[config.mk]
export PLATFORM = sky130hd
export DESIGN_NAME = mem_access_prep
export DESIGN_NICKNAME = d
export VERILOG_FILES = /design/src/rtl/mem_prep_pkg.sv /design/src/rtl/ll_sc_link.sv /design/src/rtl/mem_access_prep.sv /design/src/rtl/mem_addr_translate.sv /design/src/rtl/mem_exc_select.sv /design/src/rtl/store_align.sv
export VERILOG_INCLUDE_DIRS = /design/src /design/src/include
export SDC_FILE = /design/constraint.sdc
export NUM_CORES = 1
export LEC_CHECK = 0
export BUFFER_PORTS_ARGS = -buffer_cell sky130_fd_sc_hd__buf_4
export CAP_MARGIN = 20
export CORE_AREA = 2 2 113 115
export DETAILED_ROUTE_END_ITERATION = 8
export DIE_AREA = 0 0 115 117
export PLACE_DENSITY = 0.66
export SLEW_MARGIN = 20
export SYNTH_ARGS = -nofsm -noshare
export SYNTH_HDL_FRONTEND = slang
export SYNTH_SLANG_ARGS = --single-unit
export TNS_END_PERCENT = 30
[constraint.sdc]
create_clock -name clk -period 3.3 [get_ports clk]
set_clock_uncertainty 0.1 [all_clocks]
set_input_delay 0.33 -clock clk [delete_from_list [all_inputs] [get_ports clk]]
set_output_delay 0.33 -clock clk [all_outputs]
set_load 0.02 [all_outputs]
[src/include/mem_prep_macros.svh]
`ifndef MEM_PREP_MACROS_SVH
`define MEM_PREP_MACROS_SVH

// datapath widths
`define MP_ADDR_W 32
`define MP_PFN_W 20
`define MP_OFFSET_W 12

// top three address bits of the unmapped kernel segments
`define MP_SEG_KSEG0 3'b100
`define MP_SEG_KSEG1 3'b101

// cacheable, noncoherent
`define MP_CCA_CACHED 3'b011

`endif

[src/rtl/mem_prep_pkg.sv]
`include "mem_prep_macros.svh"

package mem_prep_pkg;

    typedef enum logic [1:0] {
        SIZE_BYTE = 2'd0,
        SIZE_HALF = 2'd1,
        SIZE_WORD = 2'd2
    } mem_size_e;

    // plain, swl/lwl, swr/lwr
    typedef enum logic [1:0] {
        KIND_PLAIN = 2'd0,
        KIND_LEFT  = 2'd1,
        KIND_RIGHT = 2'd2
    } access_kind_e;

    typedef enum logic [4:0] {
        EXC_INT  = 5'd0,
        EXC_MOD  = 5'd1,
        EXC_TLBL = 5'd2,
        EXC_TLBS = 5'd3,
        EXC_ADEL = 5'd4,
        EXC_ADES = 5'd5,
        EXC_OV   = 5'd12,
        EXC_TR   = 5'd13
    } exc_code_e;

    typedef struct packed {
        logic         en;   // load or store in this stage
        logic         wr;
        logic         rd;
        mem_size_e    size;
        access_kind_e kind;
        logic         ll;
        logic         sc;
    } access_op_t;

    typedef struct packed {
        logic                 found;
        logic                 valid;
        logic                 dirty;
        logic [`MP_PFN_W-1:0] pfn;
        logic [2:0]           cca;
    } tlb_result_t;

    typedef struct packed {
        logic refill;
        logic tlbl;
        logic tlbs;
        logic tlbmod;
    } tlb_exc_t;

    // raised before the memory stage
    typedef struct packed {
        logic      valid;
        exc_code_e code;
        logic      tlb_refill;
        logic      tlb;
    } prior_exc_t;

    typedef struct packed {
        logic                  exception;
        exc_code_e             code;
        logic [`MP_ADDR_W-1:0] badvaddr;
        logic                  tlb_refill;
        logic                  tlb;
    } exc_info_t;

    typedef struct packed {
        logic [3:0]            wstrb;
        logic [`MP_ADDR_W-1:0] wdata;
    } store_req_t;

endpackage

[src/rtl/ll_sc_link.sv]
`include "mem_prep_macros.svh"

module ll_sc_link (
    input  logic                  clk,
    input  logic                  reset,
    input  logic [`MP_ADDR_W-1:0] vaddr,
    input  logic                  ll,
    input  logic                  sc,
    input  logic                  clear,
    output logic                  sc_ok
);

    logic                  link_valid;
    logic [`MP_ADDR_W-1:0] link_addr;

    // clear wins over a new ll in the same cycle
    always_ff @(posedge clk) begin
        if (reset || clear) begin
            link_valid <= 1'b0;
        end else if (ll) begin
            link_valid <= 1'b1;
        end
    end

    always_ff @(posedge clk) begin
        if (ll) begin
            link_addr <= vaddr; // only meaningful while link_valid
        end
    end

    assign sc_ok = link_valid && (link_addr == vaddr) && sc;

endmodule

[src/rtl/mem_access_prep.sv]
`include "mem_prep_macros.svh"

module mem_access_prep (
    input  logic                        clk,
    input  logic                        reset,
    input  logic [`MP_ADDR_W-1:0]       vaddr,
    input  logic [`MP_ADDR_W-1:0]       pc,
    input  logic [`MP_ADDR_W-1:0]       rt_data,
    input  mem_prep_pkg::access_op_t    op,
    input  mem_prep_pkg::tlb_result_t   tlb,
    input  logic [2:0]                  k0_cca,
    input  logic                        interrupt,
    input  logic                        overflow,
    input  logic                        trap,
    input  logic                        eret_flush,
    input  mem_prep_pkg::prior_exc_t    prior,
    output logic [`MP_ADDR_W-1:0]       paddr,
    output logic                        uncached,
    output logic                        dcache_valid,
    output logic                        uncache_valid,
    output logic                        dm_en,
    output mem_prep_pkg::store_req_t    store,
    output mem_prep_pkg::exc_info_t     exc,
    output logic [`MP_ADDR_W-1:0]       sc_result,
    output logic                        invalid
);

    import mem_prep_pkg::*;

    tlb_exc_t tlb_exc;
    logic     sc_ok;
    logic     sc_permit;
    logic     write_en;
    logic     link_clear;

    // a failed sc turns into a no-op
    assign sc_permit = !op.sc || sc_ok;
    assign write_en  = op.wr && sc_permit;

    mem_addr_translate translate_i (
        .vaddr       (vaddr),
        .active      (op.en),
        .write       (write_en),
        .tlb         (tlb),
        .k0_cca      (k0_cca),
        .prior_valid (prior.valid),
        .paddr       (paddr),
        .uncached    (uncached),
        .tlb_exc     (tlb_exc)
    );

    assign link_clear = eret_flush || exc.exception;

    ll_sc_link link_i (
        .clk   (clk),
        .reset (reset),
        .vaddr (vaddr),
        .ll    (op.ll),
        .sc    (op.sc),
        .clear (link_clear),
        .sc_ok (sc_ok)
    );

    store_align align_i (
        .write    (write_en),
        .size     (op.size),
        .kind     (op.kind),
        .byte_sel (paddr[1:0]),
        .rt_data  (rt_data),
        .store    (store)
    );

    mem_exc_select exc_sel_i (
        .op        (op),
        .vaddr     (vaddr),
        .pc        (pc),
        .interrupt (interrupt),
        .overflow  (overflow),
        .trap      (trap),
        .prior     (prior),
        .tlb_exc   (tlb_exc),
        .exc       (exc)
    );

    assign dcache_valid  = op.en && !uncached && sc_permit;
    assign uncache_valid = op.en && uncached && sc_permit;
    assign dm_en         = op.en && !exc.exception && !eret_flush && sc_permit;
    assign invalid       = exc.exception || eret_flush;

    // sc writes its success flag back to rt
    assign sc_result = {{(`MP_ADDR_W-1){1'b0}}, dcache_valid || uncache_valid};

endmodule

[src/rtl/mem_addr_translate.sv]
`include "mem_prep_macros.svh"

module mem_addr_translate (
    input  logic [`MP_ADDR_W-1:0]   vaddr,
    input  logic                    active,
    input  logic                    write,
    input  mem_prep_pkg::tlb_result_t tlb,
    input  logic [2:0]              k0_cca,
    input  logic                    prior_valid,
    output logic [`MP_ADDR_W-1:0]   paddr,
    output logic                    uncached,
    output mem_prep_pkg::tlb_exc_t  tlb_exc
);

    logic kseg0;
    logic kseg1;
    logic seg_mapped;
    logic mapped;
    logic tlb_check;
    logic tlb_miss_or_inv;
    logic cached;

    assign kseg0 = (vaddr[`MP_ADDR_W-1 -: 3] == `MP_SEG_KSEG0);
    assign kseg1 = (vaddr[`MP_ADDR_W-1 -: 3] == `MP_SEG_KSEG1);

    // useg and kseg2/3 go through the tlb
    assign seg_mapped = !kseg0 && !kseg1;
    assign mapped     = active && seg_mapped;

    always_comb begin
        if (mapped) begin
            paddr = {tlb.pfn, vaddr[`MP_OFFSET_W-1:0]};
        end else begin
            paddr = {3'b000, vaddr[`MP_ADDR_W-4:0]};
        end
    end

    assign cached = (kseg0 && (k0_cca == `MP_CCA_CACHED))
                 || (seg_mapped && (tlb.cca == `MP_CCA_CACHED));
    assign uncached = !cached;

    // an earlier exception masks the lookup result
    assign tlb_check       = mapped && !prior_valid;
    assign tlb_miss_or_inv = !tlb.found || !tlb.valid;

    assign tlb_exc.refill = tlb_check && !tlb.found;
    assign tlb_exc.tlbl   = tlb_check && !write && tlb_miss_or_inv;
    assign tlb_exc.tlbs   = tlb_check && write && tlb_miss_or_inv;
    assign tlb_exc.tlbmod = tlb_check && write && tlb.found && tlb.valid && !tlb.dirty;

endmodule

[src/rtl/mem_exc_select.sv]
`include "mem_prep_macros.svh"

module mem_exc_select (
    input  mem_prep_pkg::access_op_t op,
    input  logic [`MP_ADDR_W-1:0]    vaddr,
    input  logic [`MP_ADDR_W-1:0]    pc,
    input  logic                     interrupt,
    input  logic                     overflow,
    input  logic                     trap,
    input  mem_prep_pkg::prior_exc_t prior,
    input  mem_prep_pkg::tlb_exc_t   tlb_exc,
    output mem_prep_pkg::exc_info_t  exc
);

    import mem_prep_pkg::*;

    logic      misaligned;
    logic      plain;
    logic      ades;
    logic      adel;
    logic      tlb_any;
    exc_code_e tlb_code;

    // lwl/lwr/swl/swr never fault on alignment
    assign plain = (op.kind == KIND_PLAIN);

    assign misaligned = ((op.size == SIZE_HALF) && vaddr[0])
                     || ((op.size == SIZE_WORD) && (vaddr[1:0] != 2'b00));

    assign ades = op.wr && plain && misaligned;
    assign adel = op.rd && plain && misaligned;

    assign tlb_any = tlb_exc.tlbl || tlb_exc.tlbs || tlb_exc.tlbmod;

    always_comb begin
        if (tlb_exc.tlbl) begin
            tlb_code = EXC_TLBL;
        end else if (tlb_exc.tlbs) begin
            tlb_code = EXC_TLBS;
        end else if (tlb_exc.tlbmod) begin
            tlb_code = EXC_MOD;
        end else begin
            tlb_code = EXC_INT;
        end
    end

    assign exc.exception = interrupt || prior.valid || overflow || trap
                        || ades || adel || tlb_any;

    always_comb begin
        if (interrupt) begin
            exc.code     = EXC_INT;
            exc.badvaddr = '0;
        end else if (prior.valid) begin
            exc.code     = prior.code;
            exc.badvaddr = pc; // earlier faults report the instruction address
        end else if (overflow) begin
            exc.code     = EXC_OV;
            exc.badvaddr = '0;
        end else if (trap) begin
            exc.code     = EXC_TR;
            exc.badvaddr = '0;
        end else if (ades) begin
            exc.code     = EXC_ADES;
            exc.badvaddr = vaddr;
        end else if (adel) begin
            exc.code     = EXC_ADEL;
            exc.badvaddr = vaddr;
        end else begin
            exc.code     = tlb_code;
            exc.badvaddr = vaddr;
        end
    end

    assign exc.tlb_refill = tlb_exc.refill || prior.tlb_refill;
    assign exc.tlb        = tlb_any || prior.tlb;

endmodule

[src/rtl/store_align.sv]
`include "mem_prep_macros.svh"

module store_align (
    input  logic                       write,
    input  mem_prep_pkg::mem_size_e    size,
    input  mem_prep_pkg::access_kind_e kind,
    input  logic [1:0]                 byte_sel,
    input  logic [`MP_ADDR_W-1:0]      rt_data,
    output mem_prep_pkg::store_req_t   store
);

    import mem_prep_pkg::*;

    logic [3:0] strb;

    always_comb begin
        strb = 4'b0000;
        if (write) begin
            case (kind)
                KIND_LEFT: begin
                    case (byte_sel)
                        2'b00:   strb = 4'b0001;
                        2'b01:   strb = 4'b0011;
                        2'b10:   strb = 4'b0111;
                        default: strb = 4'b1111;
                    endcase
                end
                KIND_RIGHT: begin
                    case (byte_sel)
                        2'b00:   strb = 4'b1111;
                        2'b01:   strb = 4'b1110;
                        2'b10:   strb = 4'b1100;
                        default: strb = 4'b1000;
                    endcase
                end
                default: begin
                    case (size)
                        SIZE_BYTE: strb = 4'b0001 << byte_sel;
                        SIZE_HALF: strb = byte_sel[1] ? 4'b1100 : 4'b0011;
                        default:   strb = 4'b1111;
                    endcase
                end
            endcase
        end
    end

    // partial word stores move the register bytes onto their lanes
    always_comb begin
        store.wdata = rt_data;
        if (kind == KIND_LEFT) begin
            case (strb)
                4'b0001: store.wdata = {4{rt_data[31:24]}};
                4'b0011: store.wdata = {2{rt_data[31:16]}};
                4'b0111: store.wdata = {8'b0, rt_data[31:8]};
                default: store.wdata = rt_data;
            endcase
        end else if (kind == KIND_RIGHT) begin
            case (strb)
                4'b1000: store.wdata = {4{rt_data[7:0]}};
                4'b1100: store.wdata = {2{rt_data[15:0]}};
                4'b1110: store.wdata = {rt_data[23:0], 8'b0};
                default: store.wdata = rt_data;
            endcase
        end
    end

    assign store.wstrb = strb;

endmodule

==> metrics.txt <==
status=finished clean; Via Count=4578; R2R Setup Slk=1000 ps; Cell Chain, Critical Path=buf_4 -> inv_1 -> ha_2 -> a211oi_1 -> a21o_1 -> a211o_1 -> buf_4 -> and2_1 -> a21oi_1 -> a211oi_1 -> buf_4; Final WS setup=between 80 and 90 ps; Gate power share=between 40% and 50%; # DRC=0; CTS Buffer Depth=2; register share of total power=25.5%; library cells used by synthesis=59; CTS sink count=33; Synth Area in XOR/XNOR=between 7 and 8%; Tot Pwr=2.00 mW; min Tclk post-route=between 3000 and 4000 ps; FP Rows=41; Final period util=97.4%; Sw Share=34.0%; diode count=0; CTS Buf Count=5; ys async rst share=0%; Clock Latency Late Sink=~270 ps; RSZ-0062 raised after global routing=true; cell with the most instances after synthesis=a22o_1; Final setup viols=0; Worst EP arrival=approximately 2800 ps; Critical Path Max Stage Delay=390 ps; Crit. Startpoint=op[2]; Mapped Area=3990 sq um; Fillers=1141; Routability Congestion=0.843; TritonRoute pass-1 iters=5; critical path class=in2out; Worst Min Path Start=vaddr[5]; Seq/Total Area, Yosys=24.6%; Synth area leader=edfxtp_1; reg2reg end=link_i.link_valid$_SDFFE_PP0P_; Die Area=approximately 13000 sq um; grt total ovfl=0; Routed met2 length=roughly 8.4 mm; # port buffers=between 200 and 300; cell repeated most along the worst path=buf_4; NetSw=0.679 mW; worst hold slack=171 ps; Post-synth EDFFs=32; Crit. End Element=output port; Worst Setup EP=store[25]; CP Launch Type=input port; Initial Utilization=32.4%; Final ANT Viol Nets=0; Ports=just under 300; cells after synthesis=453; main combinational cell family by area after synthesis=compound AO/OA/AOI/OAI gates; post-synth top area share=24.1%; worst r2r src=link_i.link_addr[26]$_DFFE_PP_; H-tree Lvls=2; DIE HEIGHT=117 um; Reg clk slew, reported paths=50 ps; Internal=1.32 mW; Clk pwr share=26.6%; largest net degree at the start of global routing=34; top post-synthesis cells by area=edfxtp_1, a22o_1, buf_4; CTS tree=yes; setup TNS=0 ps; adder-cell share of the synthesized area=less than 1%; main flop type after synthesis=edfxtp_1; Net count, final=868; register bit total from synthesis=33; slowest CP cell=and2_1; WL met3=1.05 mm; Slew Viols, Final=0; yosys warns=0; Max Fclk=311 MHz; worst-path fanout max=12; DRT iter0 DRCs=approximately 350; VDD IR-drop max=238 uV; DR top layer=met4; Synth Area in Compound Gates=30.6%; simple-gate area share of the yosys netlist=approximately 15%; Core Area=around 12000 sq um; slew of the pin with the lowest slew margin=501 ps; post-DP HPWL=12.3 mm; initial antenna violation count=0; FF-to-FF path depth=9; Total GRT Usage=21.6%; top cells by instance count after synthesis=a22o_1, buf_4, nor2_1, edfxtp_1, xnor2_1; Worst slew margin=66.3%; LEAKAGE=2.90 nW; Vias/cell=5.27; final hold viol count=0; first-pass GRT wire length=22.7 mm; WL final=about 16 mm; Die Wd=115 um; vias in the first global route=roughly 4400; Worst Path Required=2870 ps; Hold Path Class=in2reg; ratio of cells with drive above 1 in the final layout=49.4%; mux contribution to synthesized area=9.30%; Final Instance Area=6420 sq um; area delta synth->final=60.9%; Post-Synthesis Mean Instance Area=8.82 sq um; Metal-1 WL=a little under 6 mm; clk root buf=clkbuf_16; Cell Area, Placed=6030 sq um; Setup Slack @ Placement=16.3 ps; power per cell area=311 nW/um^2; maxcap violations=0; wire per inst=~18 um
[worst min path at each step]
stage | end | slack [ps] | depth (start not counted)
after CTS | link_i.link_addr[24]$_DFFE_PP_ | 160 | 1
after global placement | link_i.link_addr[5]$_DFFE_PP_ | 450 | 1
after floorplan | link_i.link_addr[0]$_DFFE_PP_ | 330 | 0
after detailed placement | link_i.link_addr[24]$_DFFE_PP_ | 450 | 1
after global routing | link_i.link_addr[24]$_DFFE_PP_ | 170 | 1
final | link_i.link_addr[5]$_DFFE_PP_ | 170 | 1
[sequential cells by signal, indices dropped and copies added (netlist names)]
| signal | cells |
|---|---|
| link_i.link_addr | 32 |
| link_i.link_valid | 1 |
[worst max-delay path, delay by kind of cell]
family | cells | cell delay [ps]
AOI/OAI and AO/OA | 5 | 1150
adders and majority gates | 1 | 320
buffers and inverters | 4 | 590
and+or+nand+nor | 1 | 390
[layout make-up]
class                           instances  area (sq um)  share of cell area [%]
Inverter                               12          46.3                   0.721
Timing Repair Buffer                  300          2350                    36.6
Clock inverter                          1          30.0                   0.467
Clock buffer                            7           143                    2.22
Tap cell                              150           188                    2.92
Multi-Input combinational cell        365          2680                    41.8
Sequential cell                        33           981                    15.3
[metrics by stage]
step,std cells,util [%]
4_1_cts,856,50.4
6_report,868,52.2
2_1_floorplan,483,-
3_3_place_gp,848,49.0
5_1_grt,868,52.2
3_5_place_dp,848,49.0
[layout by cell type, fill, tap and decap left out, types with 3 or more instances in the layout]
master / count
a211oi_1: 9
a211oi_2: 3
a21oi_1: 23
a221o_1: 5
a222oi_1: 3
a22o_1: 49
a22oi_1: 9
and2_1: 3
buf_12: 5
buf_4: 292
clkbuf_16: 7
conb_1: 31
edfxtp_1: 32
inv_1: 11
mux2_2: 17
mux2i_1: 17
nand2_1: 22
nand2b_1: 4
nand3_1: 6
nand3b_1: 3
nand4_1: 7
nor2_1: 34
nor2b_1: 5
nor3_1: 4
o21ai_0: 18
o22ai_1: 8
o2bb2ai_1: 8
xnor2_1: 29
xor2_1: 3
[power groups by stage]
stage	Combinational, mW	Clock [mW]	Sequential (mW)
after floorplan	0.533	0	0.516
after global placement	0.899	0	0.517
after detailed placement	0.910	0	0.519
after CTS	0.913	0.540	0.511
after global routing	1.03	0.555	0.513
final	0.957	0.532	0.511
[metal layers]
metal,global-route usage (%),up-vias
li1,-,2182
met1,24.1,2142
met2,40.9,224
met3,3.76,30
met4,8.19,0
met5,0,-
[timing repair]
item / CTS / global route
setup buffers: 0 / 10
hold buffers: 0 / 0
gates resized for setup: 0 / 15
setup endpoints to repair: 0 / 31
[cell families after synthesis]
group	count (synthesis)
compound gates	157
buf+inv	85
other cells	1
xor+xnor	32
flops	33
mux	35
simple gates	107
fa+ha+maj	3
Note: power is estimated with default switching activity, not from simulation.
